**src/design/frame_bus_pkg.sv**
```systemverilog
package frame_bus_pkg;

	// Camera and display word width
	localparam int pixel_w = 32;

	// One pixel word
	// Same format on the camera bus, in memory and on the video output
	typedef logic [pixel_w-1:0] pixel_t;

	// Write side frame detector
	typedef enum logic [1:0] {
		// Wait for frame_valid to rise
		wr_idle      = 2'd0,
		// Frame started, wait for first pixel_valid rise
		wr_wait_dval = 2'd1,
		// wr_new_frame is high in this state
		wr_pulse     = 2'd2
	} wr_sync_state_t;

	// Read side frame detector
	typedef enum logic [1:0] {
		// Wait for raw_de rise at the first active pixel
		rd_idle      = 2'd0,
		// rd_new_frame is high in this state
		rd_pulse     = 2'd1,
		// Ignore later line starts until the frame is read out
		rd_wait_done = 2'd2
	} rd_sync_state_t;

	// A 32x20 frame fits 640 words of memory
	// The address counters carry one spare bit so they can hold frame_size
	// Pixels arriving past that point are discarded

endpackage

```
**src/design/read_frame_sync.sv**
```systemverilog
`timescale 1ns/1ps

module read_frame_sync
	import frame_bus_pkg::*;
(
	input  logic GPIO1_PIXLCLK,
	input  logic reset_n,
	input  logic raw_de,
	input  logic frame_read_done,
	output logic rd_new_frame
);

	logic           pre_raw_de;
	rd_sync_state_t rd_state;

	// Read address resync
	// Pulse once per displayed frame, on its first active pixel
	always_ff @(posedge GPIO1_PIXLCLK) begin
		if (!reset_n) begin
			rd_state     <= rd_idle;
			rd_new_frame <= 1'b0;
			pre_raw_de   <= 1'b0;
		end else begin
			pre_raw_de <= raw_de;
			case (rd_state)
				rd_idle: begin
					// First de rise after arming is the frame's first line
					if (!pre_raw_de && raw_de) begin
						rd_new_frame <= 1'b1;
						rd_state     <= rd_pulse;
					end
				end
				rd_pulse: begin
					rd_new_frame <= 1'b0;
					rd_state     <= rd_wait_done;
				end
				rd_wait_done: begin
					// Later line starts land here and are ignored
					// Buffer signals the last word of the frame
					if (frame_read_done) begin
						rd_state <= rd_idle;
					end
				end
				default: begin
					rd_new_frame <= 1'b0;
					rd_state     <= rd_idle;
				end
			endcase
		end
	end

	// Done strobe arrives in horizontal blank after the last line,
	// so the next de rise is the next frame's first line

endmodule

```
**config.mk**
```make
export PLATFORM = sky130hd
export DESIGN_NAME = read_frame_sync
export DESIGN_NICKNAME = d
export VERILOG_FILES = /design/src/design/frame_bus_pkg.sv /design/src/design/read_frame_sync.sv
export SDC_FILE = /design/constraint.sdc
export NUM_CORES = 1
export LEC_CHECK = 0
export BUFFER_PORTS_ARGS = -buffer_cell sky130_fd_sc_hd__buf_2
export CAP_MARGIN = 25
export CORE_AREA = 2 2 39 41
export DETAILED_ROUTE_END_ITERATION = 10
export DIE_AREA = 0 0 41 43
export GPL_ROUTABILITY_DRIVEN = 0
export SLEW_MARGIN = 20
export SYNTH_ARGS = -nofsm -noshare
export SYNTH_HDL_FRONTEND = slang
export SYNTH_SLANG_ARGS = --single-unit
```
**constraint.sdc**
```tcl
create_clock -name GPIO1_PIXLCLK -period 1.47 [get_ports GPIO1_PIXLCLK]
set_input_delay 0.147 -clock GPIO1_PIXLCLK [delete_from_list [all_inputs] [get_ports GPIO1_PIXLCLK]]
set_output_delay 0.147 -clock GPIO1_PIXLCLK [all_outputs]
set_load 0.1 [all_outputs]
```
==> results.json <==
{
  "grt_first_pass_wirelength_um": 358,
  "post-synth-top-area-cell": "sky130_fd_sc_hd__dfxtp_1",
  "hold_path_class": "in -> reg",
  "timing.reg2reg.setup_slack_ps": 560,
  "num-nets-final": 26,
  "fillers": 164,
  "detail-route-antenna-nets": 0,
  "synth_cells": 13,
  "total_cts_buffers": 3,
  "route.final.wire_length_um": 257,
  "wl_met3_um": 32,
  "dieArea_um2": 1760,
  "final_util_pct": 14.7,
  "post_synth_and_or_nand_nor_area_fraction_pct": 29.2,
  "met2_length_um": 138,
  "vdd.ir_drop.worst_mv": 0.141,
  "via_count": 109,
  "antenna_found_initial": 0,
  "ys_seq_area_share_pct": 56.6,
  "criticalPathCategory": "reg -> out",
  "fin_tns_setup_ps": 0,
  "io_buffer_count": 4,
  "area_growth_from_synthesis_to_layout_pct": 44.2,
  "cp.buffers_inverters": 1,
  "die-width_um": 41,
  "critPathMaxFanout": 2,
  "initial_utilization_pct": 10.2,
  "grt_setup_unrepaired": "no",
  "period_needed_ps": 1120,
  "drv_cap": 0,
  "core_area_um2": 1380,
  "timing.fmax_mhz": 895,
  "routedLengthMet1_um": 86,
  "timing.rr.end": "rd_new_frame$_SDFFE_PN0P_",
  "launch_point_of_the_worst_reg_to_reg_path": "rd_state[1]$_SDFFE_PN0P_",
  "synth.area.mux_share_pct": 0,
  "row_count": 14,
  "power_density_nw_per_um2": 1420,
  "clk_pin_slew_worst_paths_ps": 40,
  "post_synth_xor_area_fraction_pct": 0,
  "antenna_cells_inserted": 0,
  "report.final.slew_viol_count": 0,
  "worst_ep_arrival_time_ps": 970,
  "worstPathRequired_ps": 1320,
  "combinational_family_with_the_most_area_after_synthesis": "simple AND/OR/NAND/NOR gates",
  "worst_hold_startpoint": "raw_de",
  "grt_pass1_vias": 108,
  "layout-drive-gt1-share_pct": 45.0,
  "route.top_layer_used": "met3",
  "maxSlewHeadroom_pct": 67.7,
  "max_slew.worst_pin.slew_ps": 487,
  "capturing_element_type_of_the_critical_path": "output pin",
  "tritoncts": "yes",
  "final.period_utilization_pct": 76.0,
  "synth_top_cell_area_share_pct": 56.6,
  "post_drt_via_cell_ratio": 3.03,
  "rr_worst_depth": 2,
  "fin_skew_ps": 0.921,
  "cellLeakagePower_nw": 0.0885,
  "wl_per_cell_um": 7.14,
  "synth.ff_latch_count": 4,
  "die_y_um": 43,
  "final_cell_mix": "4 x sky130_fd_sc_hd__buf_2, 4 x sky130_fd_sc_hd__dfxtp_1, 3 x sky130_fd_sc_hd__clkbuf_4",
  "synth.lib_cells_used.distinct": 10,
  "path_cells": "buf_2",
  "layout.cells.non_filler": 36,
  "setup.worst_path.start_class": "register",
  "holdPathStages": 2,
  "drt_first_iter_violations": 2,
  "ctsHoldBuffers": 0,
  "syn_avg_cell_area_um2": 10.9,
  "drt-pass1-iter-count": 2,
  "drt_drc_violations_left": 0,
  "crit_slowest_cell": "sky130_fd_sc_hd__buf_2",
  "outcome": "complete, no violations",
  "slowest_delay_ps": 420,
  "setup_ws_post_layout_ps": 352,
  "crit_family": "buffers and inverters",
  "gr-total-overflow": 0,
  "placed_cells_incl_taps": 33,
  "grt_max_degree": 4,
  "syn_nets": 17,
  "hold_path_end": "pre_raw_de$_SDFF_PN0_",
  "clockRootBuffer": "sky130_fd_sc_hd__clkbuf_4",
  "max-clock-path-buffers": 2,
  "postCtsSetupRepairBufs": 0,
  "final-setup-viol-count": 0,
  "synth-adder-area-share_pct": 0,
  "cts_num_sinks": 4,
  "clk_latency_ps": 230,
  "post_synth_main_area_contributors": "sky130_fd_sc_hd__dfxtp_1 57%, sky130_fd_sc_hd__a21oi_2 6.2%, sky130_fd_sc_hd__and2b_2 6.2%",
  "cts-htree-levels": 1,
  "synth.yosys.warnings": 0,
  "setup.worst_path.start": "rd_new_frame$_SDFFE_PN0P_",
  "synth_area_um2": 141,
  "compound_cell_area_share_of_the_yosys_netlist_pct": 11.5,
  "groute.usage.overall_pct": 4.21,
  "io-pin-count": 5,
  "pre_cts_slack_ps": 550,
  "final-hold-violation-count": 0,
  "cts_resized": 0
}
## logic make-up after synthesis
logic type,Yosys count
flip-flops,4
AO/OA/AOI/OAI,2
AND/OR/NAND/NOR,6
buffers and inverters,1
## flip-flops by register name, summed over array words and instances, names as in the netlist
register      count
rd_state          2
pre_raw_de        1
rd_new_frame      1
## report_power, final
part	internal [mW]	leakage, nW	switching (mW)	total [mW]
Clock	0.0912	0.0138	0.0432	0.134
Combinational	0.0119	0.0416	0.0254	0.0372
Sequential	0.116	0.0330	0.00290	0.119
## cells in the mapped netlist
library cell               number
sky130_fd_sc_hd__a21oi_2        1
sky130_fd_sc_hd__nand2b_1       1
sky130_fd_sc_hd__inv_1          1
sky130_fd_sc_hd__nor2_1         1
sky130_fd_sc_hd__and2_1         1
sky130_fd_sc_hd__dfxtp_1        4
sky130_fd_sc_hd__or3b_1         1
sky130_fd_sc_hd__and2b_2        1
sky130_fd_sc_hd__nor3b_1        1
sky130_fd_sc_hd__o21a_1         1
## per-layer routing
metal	vias up	GRT usage, %
li1	56	-
met1	50	2.24
met2	3	4.38
met3	0	4.71
met4	0	8.00
met5	-	0
## area by class of cell
type / instances / area, um^2 / share of cell area [%]
tap: 16 / 20.0 / 9.82
inverter: 1 / 3.75 / 1.84
sequential: 4 / 80.1 / 39.3
clock buffer: 3 / 22.5 / 11.0
multi-input combinational: 8 / 57.6 / 28.2
timing repair buffer: 4 / 20.0 / 9.82
## how the worst max path moves through the flow
stage	to	cells past startpoint
6_report	rd_new_frame	1
5_1_grt	rd_new_frame	1
4_1_cts	rd_new_frame	1
3_5_place_dp	rd_new_frame$_SDFFE_PN0P_	2
3_3_place_gp	rd_new_frame$_SDFFE_PN0P_	2
2_1_floorplan	rd_new_frame$_SDFFE_PN0P_	2
## stage by stage
step	hold slack [ps]	total power [mW]	instance area, um^2
finish	125	0.291	204
global route	125	0.310	204
CTS	118	0.302	204
detailed placement	364	0.159	181
global placement	363	0.158	181
floorplan	264	0.149	141
No activity file was read; power rests on OpenSTA's default activity.
