$ cat config.mk
export PLATFORM = sky130hd
export DESIGN_NAME = write_frame_sync
export DESIGN_NICKNAME = d
export VERILOG_FILES = /design/src/design/frame_bus_pkg.sv /design/src/design/write_frame_sync.sv
export SDC_FILE = /design/constraint.sdc
export NUM_CORES = 1
export LEC_CHECK = 0
export BUFFER_PORTS_ARGS = -buffer_cell sky130_fd_sc_hd__buf_2
export CORE_ASPECT_RATIO = 0.9
export CORE_MARGIN = 5
export CORE_UTILIZATION = 60
export CTS_CLUSTER_DIAMETER = 30
export DETAILED_ROUTE_END_ITERATION = 16
export GPL_TIMING_DRIVEN = 0
export PLACE_DENSITY = 0.79
export SLEW_MARGIN = 10
export SYNTH_ARGS = -nofsm -noshare
export SYNTH_HDL_FRONTEND = slang
export SYNTH_SLANG_ARGS = --single-unit
$ cat constraint.sdc
create_clock -name GPIO1_PIXLCLK -period 3.9 [get_ports GPIO1_PIXLCLK]
set_clock_uncertainty 0.2 [all_clocks]
set_input_delay 0 -clock GPIO1_PIXLCLK [delete_from_list [all_inputs] [get_ports GPIO1_PIXLCLK]]
set_output_delay 0 -clock GPIO1_PIXLCLK [all_outputs]
set_load 0.02 [all_outputs]
$ cat src/design/frame_bus_pkg.sv
package frame_bus_pkg;

	// Camera and display word width
	localparam int pixel_w = 32;

	// One pixel word
	// Same format on the camera bus, in memory and on the video output
	typedef logic [pixel_w-1:0] pixel_t;

	// Write side frame detector
	typedef enum logic [1:0] {
		// Wait for frame_valid to rise
		wr_idle      = 2'd0,
		// Frame started, wait for first pixel_valid rise
		wr_wait_dval = 2'd1,
		// wr_new_frame is high in this state
		wr_pulse     = 2'd2
	} wr_sync_state_t;

	// Read side frame detector
	typedef enum logic [1:0] {
		// Wait for raw_de rise at the first active pixel
		rd_idle      = 2'd0,
		// rd_new_frame is high in this state
		rd_pulse     = 2'd1,
		// Ignore later line starts until the frame is read out
		rd_wait_done = 2'd2
	} rd_sync_state_t;

	// A 32x20 frame fits 640 words of memory
	// The address counters carry one spare bit so they can hold frame_size
	// Pixels arriving past that point are discarded

endpackage

$ cat src/design/write_frame_sync.sv
`timescale 1ns/1ps

module write_frame_sync
	import frame_bus_pkg::*;
#(
	parameter int start_threshold = 512
) (
	input  logic GPIO1_PIXLCLK,
	input  logic reset_n,
	input  logic pixel_valid,
	input  logic frame_valid,
	output logic wr_new_frame,
	output logic read_enable
);

	// Threshold in counter width
	localparam logic [15:0] cnt_start = 16'(start_threshold);

	logic [15:0]    pixel_cnt;
	logic           pre_frame_valid;
	logic           pre_pixel_valid;
	wr_sync_state_t wr_state;

	// Start-up pixel count
	// Saturates so it never wraps back through the threshold
	always_ff @(posedge GPIO1_PIXLCLK) begin
		if (!reset_n) begin
			pixel_cnt <= '0;
		end else if (pixel_valid && (pixel_cnt != 16'hffff)) begin
			pixel_cnt <= pixel_cnt + 16'd1;
		end
	end

	// Display gate, sticky until reset
	// Keeps the raster off until memory holds real pixels
	always_ff @(posedge GPIO1_PIXLCLK) begin
		if (!reset_n) begin
			read_enable <= 1'b0;
		end else if (pixel_cnt == cnt_start) begin
			read_enable <= 1'b1;
		end
	end

	// New frame detector
	// One pulse at the first valid pixel after frame_valid rises
	always_ff @(posedge GPIO1_PIXLCLK) begin
		if (!reset_n) begin
			wr_state        <= wr_idle;
			wr_new_frame    <= 1'b0;
			pre_frame_valid <= 1'b0;
			pre_pixel_valid <= 1'b0;
		end else begin
			pre_frame_valid <= frame_valid;
			pre_pixel_valid <= pixel_valid;
			case (wr_state)
				wr_idle: begin
					// Frame start edge
					if (!pre_frame_valid && frame_valid) begin
						wr_state <= wr_wait_dval;
					end
				end
				wr_wait_dval: begin
					// First pixel of the frame, pulse lines up with the
					// buffer's registered copy of this pixel
					if (!pre_pixel_valid && pixel_valid) begin
						wr_new_frame <= 1'b1;
						wr_state     <= wr_pulse;
					end
				end
				wr_pulse: begin
					wr_new_frame <= 1'b0;
					wr_state     <= wr_idle;
				end
				default: begin
					wr_new_frame <= 1'b0;
					wr_state     <= wr_idle;
				end
			endcase
		end
	end

endmodule

==> results of run 1 <==
==> routing by layer <==
layer	wire length, um	share of wire
met1	973	0.48
met2	947	0.46
met3	102	0.050
met4	16	0.0078
met5	0	0
==> Yosys cell counts (all sizes together) <==
| cell | instances | share of area |
|---|---|---|
| inv | 4 | 0.014 |
| nand2 | 5 | 0.018 |
| nor2 | 4 | 0.014 |
| and2 | 2 | 0.012 |
| o211ai | 1 | 0.0072 |
| nor3 | 5 | 0.024 |
| nor3b | 2 | 0.014 |
| clkbuf | 1 | 0.0036 |
| or2 | 1 | 0.0060 |
| a31oi | 2 | 0.012 |
| o311ai | 1 | 0.0084 |
| nand3 | 6 | 0.029 |
| or3 | 5 | 0.030 |
| or4 | 5 | 0.036 |
| nor4 | 2 | 0.012 |
| buf | 1 | 0.011 |
| clkinv | 1 | 0.0036 |
| nand2b | 1 | 0.0060 |
| a41oi | 1 | 0.0084 |
| nand4 | 6 | 0.054 |
| o41ai | 1 | 0.027 |
| xnor2 | 1 | 0.0084 |
| nor4bb | 1 | 0.0097 |
| nor4b | 1 | 0.0084 |
| ha | 2 | 0.024 |
| o21ai | 6 | 0.029 |
| o31ai | 5 | 0.036 |
| dfxtp | 22 | 0.42 |
| and4 | 2 | 0.017 |
| a21oi | 12 | 0.058 |
| o211a | 2 | 0.019 |
| a21o | 1 | 0.0072 |
| and3 | 1 | 0.0060 |
==> how the worst min path moves through the flow <==
stage / startpoint / end / depth (start not counted)
4_1_cts: wr_new_frame / wr_new_frame / 1
3_3_place_gp: frame_valid / pre_frame_valid / 2
2_1_floorplan: frame_valid / pre_frame_valid / 1
5_1_grt: wr_new_frame / wr_new_frame / 1
3_5_place_dp: frame_valid / pre_frame_valid / 2
6_report: wr_new_frame / wr_new_frame / 1
==> critical path: stages (launching register included) <==
cell     delay (ps)
dfxtp_1         470
nand4_2         230
o41ai_4         620
buf_6           220
xnor2_1         120
nor2_1           50
==> metrics by stage <==
step | hold WS (ps) | setup WS [ps] | std cells
floorplan | -78.3 | 2140 | 113
global placement | 17.2 | 1920 | 142
detailed placement | 36.7 | 1930 | 142
CTS | 262 | 1890 | 150
global route | 278 | 1740 | 150
finish | 262 | 1870 | 150
==> kinds of logic (layout without fill, tap and decap cells) <==
family / after synthesis / in the layout / share of synthesized area
AO/OA/AOI/OAI: 32 / 32 / 0.212
XOR/XNOR: 1 / 1 / 0.00845
adder cells (fa/ha/maj): 2 / 2 / 0.0241
buffers and inverters: 7 / 20 / 0.0326
flip-flops: 22 / 22 / 0.425
AND/OR/NAND/NOR: 49 / 49 / 0.298
==> layout make-up <==
type | instances | area share
multi-input combinational | 84 | 0.482
timing repair buffer | 9 | 0.0557
tap | 24 | 0.0257
sequential | 22 | 0.377
buffer | 2 | 0.0128
inverter | 5 | 0.0161
clock buffer | 4 | 0.0310
==> sequential cells by signal, indices dropped and copies added, names as in the netlist <==
| register | flops |
|---|---|
| pixel_cnt | 16 |
| wr_new_frame | 1 |
| wr_state | 2 |
| pre_pixel_valid | 1 |
| read_enable | 1 |
| pre_frame_valid | 1 |
==> power breakdown <==
group | internal [mW] | switching, mW
combinational | 0.0125 | 0.0144
clock | 0.0570 | 0.0681
sequential | 0.230 | 0.00392
total | 0.299 | 0.0864
==> repair_timing <==
item                                   CTS  global route
setup endpoints to repair                0             0
hold buffers                             4             0
endpoints found under the hold margin   18             0
==> flow_summary.toml, run 1 <==
[cells_and_area]
layout_commonest_cell = "dfxtp_1"
area_delta_synth_final_pct = 12.7
final_core_util = 0.702
final_cell_area_sq_um = 1170
layout-drive-gt1-share = 0.111
num_antenna_cells = 0
fillCellCount = 132
seqCellArea_sq_um = 440
multiInputGateArea_sq_um = 563
nNetsFinal = 133
mostFrequentLayoutCells = "dfxtp_1, a21oi_1, nand3_1"

[critical_path]
worstRegToRegCells = 5
critPathRequiredTime_ps = 3900
endpoint = "pixel_cnt[0]"
crit_fanout = 10
startpoint_type = "flop"
crit_type = "flop to flop"
reg2reg_to = "pixel_cnt[0]"
reg2reg_slack_ps = 1870
reg2reg_from = "pixel_cnt[8]"
crit_arrival_ps = 2030
worstSetupStartpoint = "pixel_cnt[8]"
endpoint_kind = "flop"

[sta]
rsz0062_at_grt = "no"
fmax_ghz = 0.493
hold_viol_final = 0
worst_pin_slew_ps = 615
relSlewSlack = 0.584
setup_viol = 0
finalCriticalPeriod_ps = 2030
maxSlewViolCount = 0
fin_crit_sh = 0.520
tns_ps = 0

[place]
io_buffers = 5
place.gp.congestion = 0.820
place_area_sq_um = 1090

[cts]
clk_latency_ps = 310
clock-root-buffer = "clkbuf_4"
cts_setup_buffers = 0
numCtsBuffers = 3
cts_tree = "yes"
htree_levels = 1
clock_sinks = 22
path_clk_slew_ps = 120
cts_resized = 0
ctsLongestPathBuffers = 2

[die]
io_pins = 6
rows = 14
core_sq_um = 1660
die_x_um = 53.8
die_h_um = 49.4
dieArea_sq_um = 2660
start_util = 0.623

[synth]
synthCells = 113
syn-num-nets = 119
syn-cell-area_sq_um = 1040
seq_area_frac_synth = 0.425
yosys_warnings = 0
synth_area_per_cell_sq_um = 9.18
ys_ff_latch = 22
synth.distinct_cells = 35

[run]
cap_violations = 0

[power]
ir_drop_mv = 0.286
power_mw = 0.386
power_leakage_nw = 0.441
powerDensity_nw_per_um2 = 330

[global_routing]
grt_pass1_wl_um = 3400
grt_usage = 0.173
grt_max_degree = 13
met3_usage = 0.0734
busiest_layer = "met2"
grt_overflow = 0
grt_use_met1 = 0.233
first_global_vias = 777
antenna_found_initial = 0
use_met2 = 0.246

[worst_hold_path]
min_path_type = "flop to flop"

[routing]
wl_per_cell_um = 13.6
drtIter0Drc = 30
vias = 917
wl_um = 2040
dr.pass1.iters = 4
via_per_inst = 6.11
antenna_left = 0
drc = 0

[run_status]
outcome = "finished, final reports clean"
Power figures use the tool's default switching activity.
==> inputs of run 2 (changes only) <==
Settings changed: CORE_UTILIZATION 60 to 57, PLACE_DENSITY 0.79 to 0.75.
Clock period 3.9 ns to 1.9 ns, I/O delays scaled along.
==> run 2 against run 1 <==
Combinational power increased to 2.9 times the previous value. Wire length increased by 32%. Final area increased by 12%. Maximum frequency increased by 8.0%. First-iteration DRC count increased by 80%. Worst hold slack improved by 25 ps. Largest power group unchanged. Highest routed layer unchanged.
==> flow_summary.toml, run 2 (synthesis results as in run 1) <==
[cells_and_area]
layout-drive-gt1-share = 0.301
largest_register_ffs = 16
area_delta_synth_final_pct = 26.4
regMostFlops = "pixel_cnt"
layout_commonest_cell = "dfxtp_1"
num_antenna_cells = 0
nNetsFinal = 140
fillCellCount = 124
finalNonFillerCells = 157
top_regs = "pixel_cnt (16), wr_state (2)"
mostFrequentLayoutCells = "dfxtp_1, a21oi_1, dfxtp_2"

[routing]
drc = 0
antenna_left = 0
wl_um = 2700
vias = 1006
via_per_inst = 6.41
dr.pass1.iters = 4
drtIter0Drc = 54
wl_per_cell_um = 17.2

[global_routing]
antenna_found_initial = 0
grt_max_degree = 13
grt_overflow = 0
grt_usage = 0.222
first_global_vias = 966
grt_pass1_wl_um = 4510

[cts]
clock-root-buffer = "clkbuf_4"
clock_sinks = 22
cts_tree = "yes"
clk_latency_ps = 320
ctsLongestPathBuffers = 2
numCtsBuffers = 3
path_clk_slew_ps = 130
htree_levels = 1

[critical_path]
worstRegToRegCells = 7
endpoint_kind = "flop"
reg2reg_to = "pixel_cnt[11]"
crit_fanout = 6
reg2reg_from = "pixel_cnt[0]"
crit_type = "flop to flop"
startpoint_type = "flop"
critPathRequiredTime_ps = 1960
reg2reg_slack_ps = 20
crit_arrival_ps = 1930

[die]
rows = 14
dieArea_sq_um = 2770
die_h_um = 50.5
die_x_um = 55.0
core_sq_um = 1700
io_pins = 6
start_util = 0.610

[sta]
fmax_ghz = 0.532
hold_viol_final = 0
fin_crit_sh = 0.989
setup_viol = 0
worst_pin_slew_ps = 563
rsz0062_at_grt = "yes"
fin_hold_ws_ps = 287
maxSlewViolCount = 0
relSlewSlack = 0.625
finalCriticalPeriod_ps = 1880

[worst_hold_path]
min_path_type = "flop to flop"
min_to = "wr_new_frame"
holdPathStages = 1
hold_start = "wr_new_frame"

[run]
cap_violations = 0

[place]
io_buffers = 5
place_hpwl_um = 1590
place_inst = 142
place.gp.congestion = 0.774

[power]
power_leakage_nw = 0.498
ir_drop_mv = 0.570
powerDensity_nw_per_um2 = 630

[run_status]
outcome = "finished, final reports clean"
run 2: layout make-up:
class	count	area, sq um	area share
multi-input cells	84	631	0.481
flip-flops and latches	22	458	0.349
repair buffers	16	123	0.0935
clock buffers	4	36.3	0.0277
well taps	24	30.0	0.0229
inverters	5	18.8	0.0143
plain buffers	2	15.0	0.0115
run 2: worst max path at each step:
stage	startpoint	end	slack, ps	cells after the start
2_1_floorplan	pixel_cnt[1]	pixel_cnt[14]	140	5
3_3_place_gp	pixel_cnt[13]	pixel_cnt[0]	-110	5
3_5_place_dp	pixel_cnt[12]	pixel_cnt[0]	-160	5
4_1_cts	pixel_cnt[0]	pixel_cnt[11]	2	7
5_1_grt	pixel_cnt[0]	pixel_cnt[14]	-30	5
6_report	pixel_cnt[0]	pixel_cnt[11]	20	7
run 2: repair_timing:
action / in CTS / in global routing
hold buffers: 4 / 0
pin swaps: 3 / 5
setup endpoints to repair: 11 / 10
cloned: 1 / 0
gates resized for setup: 10 / 17
hold endpoints to repair: 12 / 0
setup buffers: 7 / 2
run 2: worst max-delay path, cell delays in order, from the launching register on:
cell     delay (ps)
dfxtp_2         360
ha_4            180
nand3_4          90
o41ai_4          80
buf_6           140
buf_6           110
or4_4           500
a21oi_2         140
run 2: power breakdown:
group / switching [mW] / internal, mW / leakage (nW) / total [mW]
logic: 0.0388 / 0.0384 / 0.293 / 0.0772
clock network: 0.153 / 0.117 / 0.0210 / 0.270
registers: 0.00918 / 0.469 / 0.184 / 0.479
total: 0.201 / 0.625 / 0.498 / 0.826
run 2: routing by layer:
layer  up-vias  share of wire  GRT usage
li1        479              -          -
met1       472           0.42      0.287
met2        46           0.48      0.319
met3         9          0.077     0.0799
met4         0          0.024      0.113
met5         -              0          0
run 2: through the flow:
step                utilization  power [mW]  worst slack (ps)  instance area, sq um  TNS, ps
floorplan                     -       0.521               144                  1040        0
global placement          0.643       0.537              -111                  1090     -679
CTS                       0.743       0.821              2.02                  1260        0
global route              0.772       0.861             -34.6                  1310    -86.4
finish                    0.772       0.826              21.3                  1310        0
detailed placement        0.643       0.540              -157                  1090    -1120
