`src/design/video_timing_gen.sv`:
```
`timescale 1ns/1ps

module video_timing_gen #(
	parameter int h_active = 32,
	parameter int h_blank  = 8,
	parameter int v_active = 20,
	parameter int v_blank  = 4,
	parameter int hs_width = 4,
	parameter int vs_width = 2
) (
	input  logic GPIO1_PIXLCLK,
	input  logic reset_n,
	input  logic read_enable,
	output logic raw_de,
	output logic video_de,
	output logic video_hs,
	output logic video_vs
);

	localparam int h_total = h_active + h_blank;
	localparam int v_total = v_active + v_blank;
	localparam int col_w   = $clog2(h_total);
	localparam int line_w  = $clog2(v_total);

	localparam logic [col_w-1:0]  col_last  = col_w'(h_total - 1);
	localparam logic [line_w-1:0] line_last = line_w'(v_total - 1);

	logic [col_w-1:0]  col_cnt;
	logic [line_w-1:0] line_cnt;
	logic              raw_hs;
	logic              raw_vs;

	// Raster counters
	// Parked at zero until the write side has filled enough memory
	always_ff @(posedge GPIO1_PIXLCLK) begin
		if (!reset_n || !read_enable) begin
			col_cnt  <= '0;
			line_cnt <= '0;
		end else if (col_cnt == col_last) begin
			col_cnt <= '0;
			// End of line
			if (line_cnt == line_last) begin
				line_cnt <= '0;
			end else begin
				line_cnt <= line_cnt + 1'b1;
			end
		end else begin
			col_cnt <= col_cnt + 1'b1;
		end
	end

	// Decode from the counters
	// raw_de feeds the buffer's read port directly
	always_ff @(posedge GPIO1_PIXLCLK) begin
		if (!reset_n || !read_enable) begin
			raw_de <= 1'b0;
			raw_hs <= 1'b0;
			raw_vs <= 1'b0;
		end else begin
			raw_de <= (col_cnt < h_active) && (line_cnt < v_active);
			// Sync starts at the first blank column
			raw_hs <= (col_cnt >= h_active) && (col_cnt < h_active + hs_width);
			// Whole lines at the start of vertical blank
			raw_vs <= (line_cnt >= v_active) && (line_cnt < v_active + vs_width);
		end
	end

	// One more stage to line up with the registered read data
	always_ff @(posedge GPIO1_PIXLCLK) begin
		if (!reset_n) begin
			video_de <= 1'b0;
			video_hs <= 1'b0;
			video_vs <= 1'b0;
		end else begin
			video_de <= raw_de;
			video_hs <= raw_hs;
			video_vs <= raw_vs;
		end
	end

endmodule

```
`config.mk`:
```
export PLATFORM = sky130hd
export DESIGN_NAME = video_timing_gen
export DESIGN_NICKNAME = d
export VERILOG_FILES = /design/src/design/video_timing_gen.sv
export SDC_FILE = /design/constraint.sdc
export NUM_CORES = 1
export LEC_CHECK = 0
export ABC_AREA = 1
export BUFFER_PORTS_ARGS = -buffer_cell sky130_fd_sc_hd__buf_2
export CORE_UTILIZATION = 45
export CTS_BUF_LIST = sky130_fd_sc_hd__clkbuf_4 sky130_fd_sc_hd__clkbuf_8 sky130_fd_sc_hd__clkbuf_16
export DETAILED_ROUTE_END_ITERATION = 10
export GPL_ROUTABILITY_DRIVEN = 0
export HOLD_SLACK_MARGIN = 0.02
export MAX_ROUTING_LAYER = met4
export SETUP_SLACK_MARGIN = 0.3
export SYNTH_ARGS = -nofsm -noshare
export SYNTH_HDL_FRONTEND = slang
export SYNTH_SLANG_ARGS = --single-unit
```
`constraint.sdc`:
```
create_clock -name GPIO1_PIXLCLK -period 1.6 [get_ports GPIO1_PIXLCLK]
set_input_delay 0.08 -clock GPIO1_PIXLCLK [delete_from_list [all_inputs] [get_ports GPIO1_PIXLCLK]]
set_output_delay 0.08 -clock GPIO1_PIXLCLK [all_outputs]
set_load 0.01 [all_outputs]
```
==> key figures, run 1 <==
Worst setup path
  • Critical path class: flip-flop to flip-flop
  • CP Capture Type: flip-flop
  • Worst Path Required: 1.83 ns
  • RR Startpoint: col_cnt[1]
  • Reg2Reg Setup Slack: 0.43 ns
  • Setup crit start: col_cnt[1]
  • CP arrival: 1.40 ns
  • CP Launch Type: flip-flop
  • Worst Path Max Fanout: 4

Power
  • Sw Pwr: 0.0001476 W
  • Total power: 0.0006996 W
  • Static Leak: 0.3713 nW
  • Clock share of power: 0.346
  • Logic pwr share: 0.037
  • Pwr Density: 847.1 nW/µm²
  • Int Pwr: 0.0005519 W
  • Switch share: 0.2111
  • VDD IR max: 582.6 µV
  • Sequential Power Share: 0.617

Placement
  • Final HPWL DP: 856.6 µm
  • I/O Buffers: 6
  • Post-placement cell count: 117
  • Post-DP Area: 777.0 µm²

Logic synthesis
  • Post-synth top area share: 0.4682
  • Syn Inst Count: 95
  • Sequential-to-total area share from yosys stat: 0.4682
  • Mean Syn Cell Area: 7.652 µm²
  • Yosys reg bits: 17
  • Dominant cells by area after synthesis: dfxtp_1, nand2_1, nor2_1
  • YS warnings: 0
  • Largest area contributor in the netlist: dfxtp_1
  • Synth Cell Area: 726.9 µm²
  • Post-Syn Nets: 102
  • Synth cell types: 20

Floorplan
  • Total core area: 1506 µm²
  • Initial Util: 0.4826
  • Row count: 14
  • Die width: 42.19 µm
  • Full die area: 1780 µm²
  • Die Height: 42.19 µm
  • I/O pin cnt: 7

Hold path
  • Min-delay src: read_enable
  • Hold crit path type: input pin to flip-flop

Timing
  • WHS: 0.1916 ns
  • Tcrit/Tclk final: 0.7305
  • Unrepaired setup endpoints after global routing: false
  • Max Fclk: 855.6 MHz
  • Max Slew Vio Count: 0
  • Slew HR: 0.8413
  • Final Critical Period: 1.169 ns
  • Setup_tns: 0 ns
  • Worst Tran Pin Value: 0.2375 ns
  • Worst Skew: 0.006945 ns
  • Final hold violations: 0
  • # setup viols final: 0

Global routing
  • Antenna violations before repair: 0
  • Total track usage: 0.1431
  • Grt ovf: 0
  • Largest net degree at the start of global routing: 10
  • Global-route wire length before repair: 1.897 mm
  • Number of global-route vias before repair: 499

CTS
  • CTS tree: built
  • CTS Buffer Depth: 2
  • Root buffer cell: clkbuf_4
  • Clock transition at path regs: 0.10 ns
  • CTS Sinks: 17
  • Post-CTS Setup Bufs: 0
  • H-tree depth: 1
  • Worst-Skew Late Latency: 0.29 ns
  • Num CTS Buffers: 3

Route
  • DR iter-0 viols: 13
  • Routed Wire Length: 1.148 mm
  • # DRC: 0
  • Wirelength per Cell: 9.410 µm
  • Final ANT Viol Nets: 0
  • TritonRoute pass-1 iters: 4
  • Via count: 571
  • Via-per-instance ratio: 4.680

Layout
  • Non-filler cells in the finished layout: 122
  • Antenna cell count: 0
  • Area Growth Syn to Fin: 13.60%
  • Commonest non-fill, non-tap cell in the layout: nand2_1
  • Final Net Count: 114
  • Fin area: 825.8 µm²
  • Layout cell share with drive strength beyond 1: 0.2075
  • Commonest non-fill, non-tap cells in the layout: nand2_1, nor2_1, dfxtp_1, inv_1, buf_2

Status
  • Status: finished clean

Job
  • # Max-Cap Violations: 0
[area by class of cell]
| class | count | area [µm²] |
|---|---|---|
| fillers | 161 | 680.7 |
| multi-input cells | 63 | 332.8 |
| well taps | 16 | 20.02 |
| flip-flops and latches | 17 | 341.6 |
| repair buffers | 7 | 40.04 |
| inverters | 15 | 61.31 |
| clock buffers | 4 | 30.03 |
[cell families (layout without fill, tap and decap cells)]
logic type | Yosys count | after routing | share of synthesized area
and+or+nand+nor | 53 | 53 | 0.3270
AOI/OAI and AO/OA | 4 | 4 | 0.02753
adders and majority gates | 4 | 4 | 0.06885
DFF | 17 | 17 | 0.4682
buffers and inverters | 15 | 26 | 0.08434
xor gates and xnor gates | 2 | 2 | 0.02410
[per-layer routing]
| layer | global-route usage | vias to the layer above | share of wire |
|---|---|---|---|
| li1 | - | 312 | - |
| met1 | 0.1885 | 245 | 0.52 |
| met2 | 0.2092 | 12 | 0.43 |
| met3 | 0.03879 | 2 | 0.035 |
| met4 | 0.05625 | 0 | 0.011 |
| met5 | - | - | 0 |
[state kept, by name, summed over array words and instances (netlist names)]
signal	flops
col_cnt	6
line_cnt	5
raw_de	1
raw_hs	1
raw_vs	1
video_de	1
video_hs	1
video_vs	1
[synth_stat cells, drive strengths merged]
| library cell | instances |
|---|---|
| nand2 | 23 |
| nor2 | 19 |
| dfxtp | 17 |
| inv | 15 |
| nand3 | 6 |
| ha | 4 |
| nor3 | 3 |
| a21oi | 2 |
| o21ai | 2 |
| nand4 | 1 |
| nor4 | 1 |
| xnor2 | 1 |
| xor2 | 1 |
[critical path: stages, from the launching register on]
cell	delay [ns]
dfxtp_1	0.39
ha_1	0.22
nand2_1	0.08
inv_1	0.10
nand2_2	0.09
nor2_2	0.11
nand3_1	0.07
nand2_1	0.06
[through the flow]
stage,worst slack [ns],util
2_1_floorplan,0.5145,-
6_report,0.4312,0.5482
3_3_place_gp,0.3721,0.5158
3_5_place_dp,0.3701,0.5158
4_1_cts,0.3536,0.5424
5_1_grt,0.3104,0.5482
[power by group through the flow]
| stage | clock, W | sequential [W] | combinational (W) |
|---|---|---|---|
| after detailed placement | 0 | 0.000441 | 0.0000239 |
| final | 0.000242 | 0.000431 | 0.0000259 |
| after CTS | 0.000252 | 0.000431 | 0.0000259 |
| after floorplan | 0 | 0.000442 | 0.0000139 |
| after global routing | 0.000265 | 0.000432 | 0.0000292 |
| after global placement | 0 | 0.000441 | 0.0000236 |
[final timing paths]
| path | depth (start not counted) | endpoint |
|---|---|---|
| hold / removal | 3 | raw_hs |
| setup / recovery | 7 | line_cnt[1] |
| setup reg to reg | 7 | line_cnt[1] |
| hold reg to reg | 2 | video_vs |
[repair_timing]
| action | 4_1_cts | 5_1_grt |
|---|---|---|
| hold buffers | 1 | 0 |
| resized for setup | 0 | 3 |
| endpoints found under the setup margin | 0 | 6 |
| endpoints found under the hold margin | 3 | 0 |
Note: power is estimated with default switching activity, not from simulation.
==> inputs of run 2 (changes only) <==
--- a/config.mk
+++ b/config.mk
@@ -5,7 +5,7 @@
 export SDC_FILE = /design/constraint.sdc
 export NUM_CORES = 1
 export LEC_CHECK = 0
-export ABC_AREA = 1
+export ABC_AREA = 0
 export BUFFER_PORTS_ARGS = -buffer_cell sky130_fd_sc_hd__buf_2
 export CORE_UTILIZATION = 45
 export CTS_BUF_LIST = sky130_fd_sc_hd__clkbuf_4 sky130_fd_sc_hd__clkbuf_8 sky130_fd_sc_hd__clkbuf_16
==> constraint.sdc (replaced) <==
create_clock -name GPIO1_PIXLCLK -period 1.1 [get_ports GPIO1_PIXLCLK]
set_input_delay 0.055 -clock GPIO1_PIXLCLK [delete_from_list [all_inputs] [get_ports GPIO1_PIXLCLK]]
set_output_delay 0.055 -clock GPIO1_PIXLCLK [all_outputs]
set_load 0.01 [all_outputs]
==> key figures, run 2 <==
Timing
  • # setup viols final: 10
  • Worst setup margin: -0.3173 ns
  • Unrepaired setup endpoints after global routing: true
  • Final hold violations: 0
  • Slew HR: 0.8052
  • Worst Skew: 0.002711 ns
  • Final Critical Period: 1.417 ns
  • WHS: 0.1406 ns
  • Max Slew Vio Count: 0
  • Max Fclk: 705.6 MHz
  • Tcrit/Tclk final: 1.288
  • Worst Tran Pin Value: 0.2886 ns
  • Setup_tns: -1.974 ns

Floorplan
  • Total core area: 1366 µm²
  • Full die area: 1704 µm²
  • Initial Util: 0.5082
  • I/O pin cnt: 7
  • Die width: 41.28 µm
  • Die Height: 41.28 µm
  • Row count: 13

Route
  • Top sig layer: met4
  • Routed Wire Length: 1.454 mm
  • Wirelength per Cell: 12.43 µm
  • Routed wl met2: 712 µm
  • # DRC: 0
  • Routed length on met1: 627 µm
  • Via-per-instance ratio: 5.222
  • Final ANT Viol Nets: 0
  • Met3 WL post-DR: 53 µm
  • DR iter-0 viols: 7
  • TritonRoute pass-1 iters: 4
  • Via count: 611

Power
  • Int Pwr: 0.0007861 W
  • Switch share: 0.2291
  • Clock share of power: 0.332
  • Static Leak: 0.3982 nW
  • Sw Pwr: 0.0002337 W
  • Logic pwr share: 0.054
  • VDD IR max: 718.9 µV
  • Sequential Power Share: 0.614
  • Pwr Density: 987.9 nW/µm²

Logic synthesis
  • Main synth FF type: dfxtp_1
  • Mean Syn Cell Area: 9.259 µm²
  • Synth cell types: 26
  • Most common cell in the netlist: dfxtp_1
  • Post-synth EDFFs: 0
  • Sequential-to-total area share from yosys stat: 0.4901
  • Synth async-reset ratio: 0
  • Synth top cells by count: dfxtp_1, nand3_1, nor2_1, o21ai_0
  • Yosys reg bits: 17
  • Syn Inst Count: 75
  • Post-Syn Nets: 82
  • YS warnings: 0
  • Largest area contributor in the netlist: dfxtp_1
  • Synth Cell Area: 694.4 µm²
  • Dominant cells by area after synthesis: dfxtp_1, ha_1, nand3_1
  • Post-synth top area share: 0.4901

Worst setup path
  • Worst reg-to-reg path cell count: 3
  • Worst Path Required: 1.34 ns
  • R2R Path End: line_cnt[4]
  • Critical path class: flip-flop to flip-flop
  • Critical Path End: line_cnt[4]
  • RR Startpoint: col_cnt[4]
  • CP Launch Type: flip-flop
  • Worst Path Max Fanout: 6
  • Setup crit start: col_cnt[4]
  • Reg2Reg Setup Slack: -0.32 ns
  • CP Capture Type: flip-flop
  • CP arrival: 1.65 ns

Layout
  • Area Growth Syn to Fin: 48.65%
  • Top Registers: col_cnt x6, line_cnt x5
  • Fill cells: 93
  • Final Net Count: 110
  • Register area: 356.6 µm²
  • Antenna cell count: 0
  • Core Util, Final: 0.7555
  • Max reg flops: 6
  • Commonest non-fill, non-tap cell in the layout: buf_4
  • Layout cell share with drive strength beyond 1: 0.5000
  • Top reg by flops: col_cnt
  • Area occupied by multi-input gates: 382.9 µm²
  • Commonest non-fill, non-tap cells in the layout: buf_4, dfxtp_2, buf_6, dfxtp_1
  • Non-filler cells in the finished layout: 117

CTS
  • Num CTS Buffers: 3
  • Clock transition at path regs: 0.10 ns
  • CTS tree: built
  • H-tree depth: 1
  • Root buffer cell: clkbuf_4
  • CTS Buffer Depth: 2
  • Worst-Skew Late Latency: 0.30 ns
  • CTS Sinks: 17

Placement
  • I/O Buffers: 6
  • Final HPWL DP: 969.6 µm
  • Post-placement cell count: 109
  • Pre-CTS setup slack: -0.3427 ns

Global routing
  • Antenna violations before repair: 0
  • Total track usage: 0.2131
  • Grt ovf: 0
  • Global-route wire length before repair: 2.173 mm
  • Largest net degree at the start of global routing: 11
  • Number of global-route vias before repair: 542

Status
  • Violated checks: negative setup slack
  • Status: finished, violations left

Hold path
  • Hold crit path type: input pin to flip-flop

Job
  • # Max-Cap Violations: 0
==> run 2: cell count changes in the layout (fill, tap and decap cells not counted), moves of 9 or more <==
cell | previous run | this run
inv_1 | 12 | 3
buf_4 | 0 | 13
dfxtp_2 | 1 | 10
nor2_1 | 17 | 5
buf_6 | 0 | 9
nand2_1 | 19 | 4
dfxtp_1 | 16 | 6
==> run 2: through the flow <==
| step | total power [W] | instance area, µm² |
|---|---|---|
| after floorplan | 0.0006619 | 723.2 |
| after global routing | 0.001066 | 1032 |
| after CTS | 0.001023 | 970.9 |
| after detailed placement | 0.0006824 | 872.1 |
| after global placement | 0.0006819 | 872.1 |
| final | 0.001020 | 1032 |
==> run 2: power by group through the flow <==
stage	sequential [W]	clock (W)	combinational, W
CTS	0.000625	0.000345	0.0000526
global route	0.000627	0.000377	0.0000622
floorplan	0.000644	0	0.0000181
detailed placement	0.000641	0	0.0000411
global placement	0.000641	0	0.0000407
finish	0.000626	0.000338	0.0000551
==> run 2: cell families after synthesis <==
logic type | synth area share
AOI/OAI and AO/OA | 0.1117
xor gates and xnor gates | 0.03784
adders and majority gates | 0.07207
buffers and inverters | 0.03963
DFF | 0.4901
and+or+nand+nor | 0.2487
==> run 2: what timing repair did <==
item,in CTS,in global routing
gates cloned,0,0
endpoints found under the setup margin,15,18
pin swaps,9,6
hold buffers,2,0
buffers inserted,1,1
gates resized for setup,12,18
endpoints found under the hold margin,1,0
==> run 2: final cells by class <==
| type | count | share of cell area |
|---|---|---|
| multi-input combinational | 51 | 0.3709 |
| clock buffer | 3 | 0.02182 |
| sequential | 17 | 0.3455 |
| clock inverter | 1 | 0.004848 |
| timing repair buffer | 26 | 0.2218 |
| tap | 15 | 0.01818 |
| inverter | 4 | 0.01697 |
==> run 2: worst min-delay path by stage <==
| stage | start | end | slack, ns | cells after the start |
|---|---|---|---|---|
| finish | read_enable | line_cnt[2] | 0.14 | 3 |
| global route | read_enable | line_cnt[2] | 0.16 | 3 |
| CTS | read_enable | line_cnt[2] | 0.14 | 3 |
| detailed placement | reset_n | video_de | 0.32 | 2 |
| global placement | reset_n | video_vs | 0.32 | 2 |
| floorplan | reset_n | video_de | 0.18 | 1 |
==> run 2: routing by layer <==
metal / GRT usage / vias to the layer above
met5: - / -
met4: 0.1774 / 0
met3: 0.04891 / 7
met2: 0.3359 / 15
met1: 0.2237 / 274
li1: - / 315
==> run 2: worst max-delay path: stages (launching register included) <==
cell     delay [ns]
dfxtp_2        0.33
or3b_4         0.42
or4b_4         0.49
a21oi_2        0.11
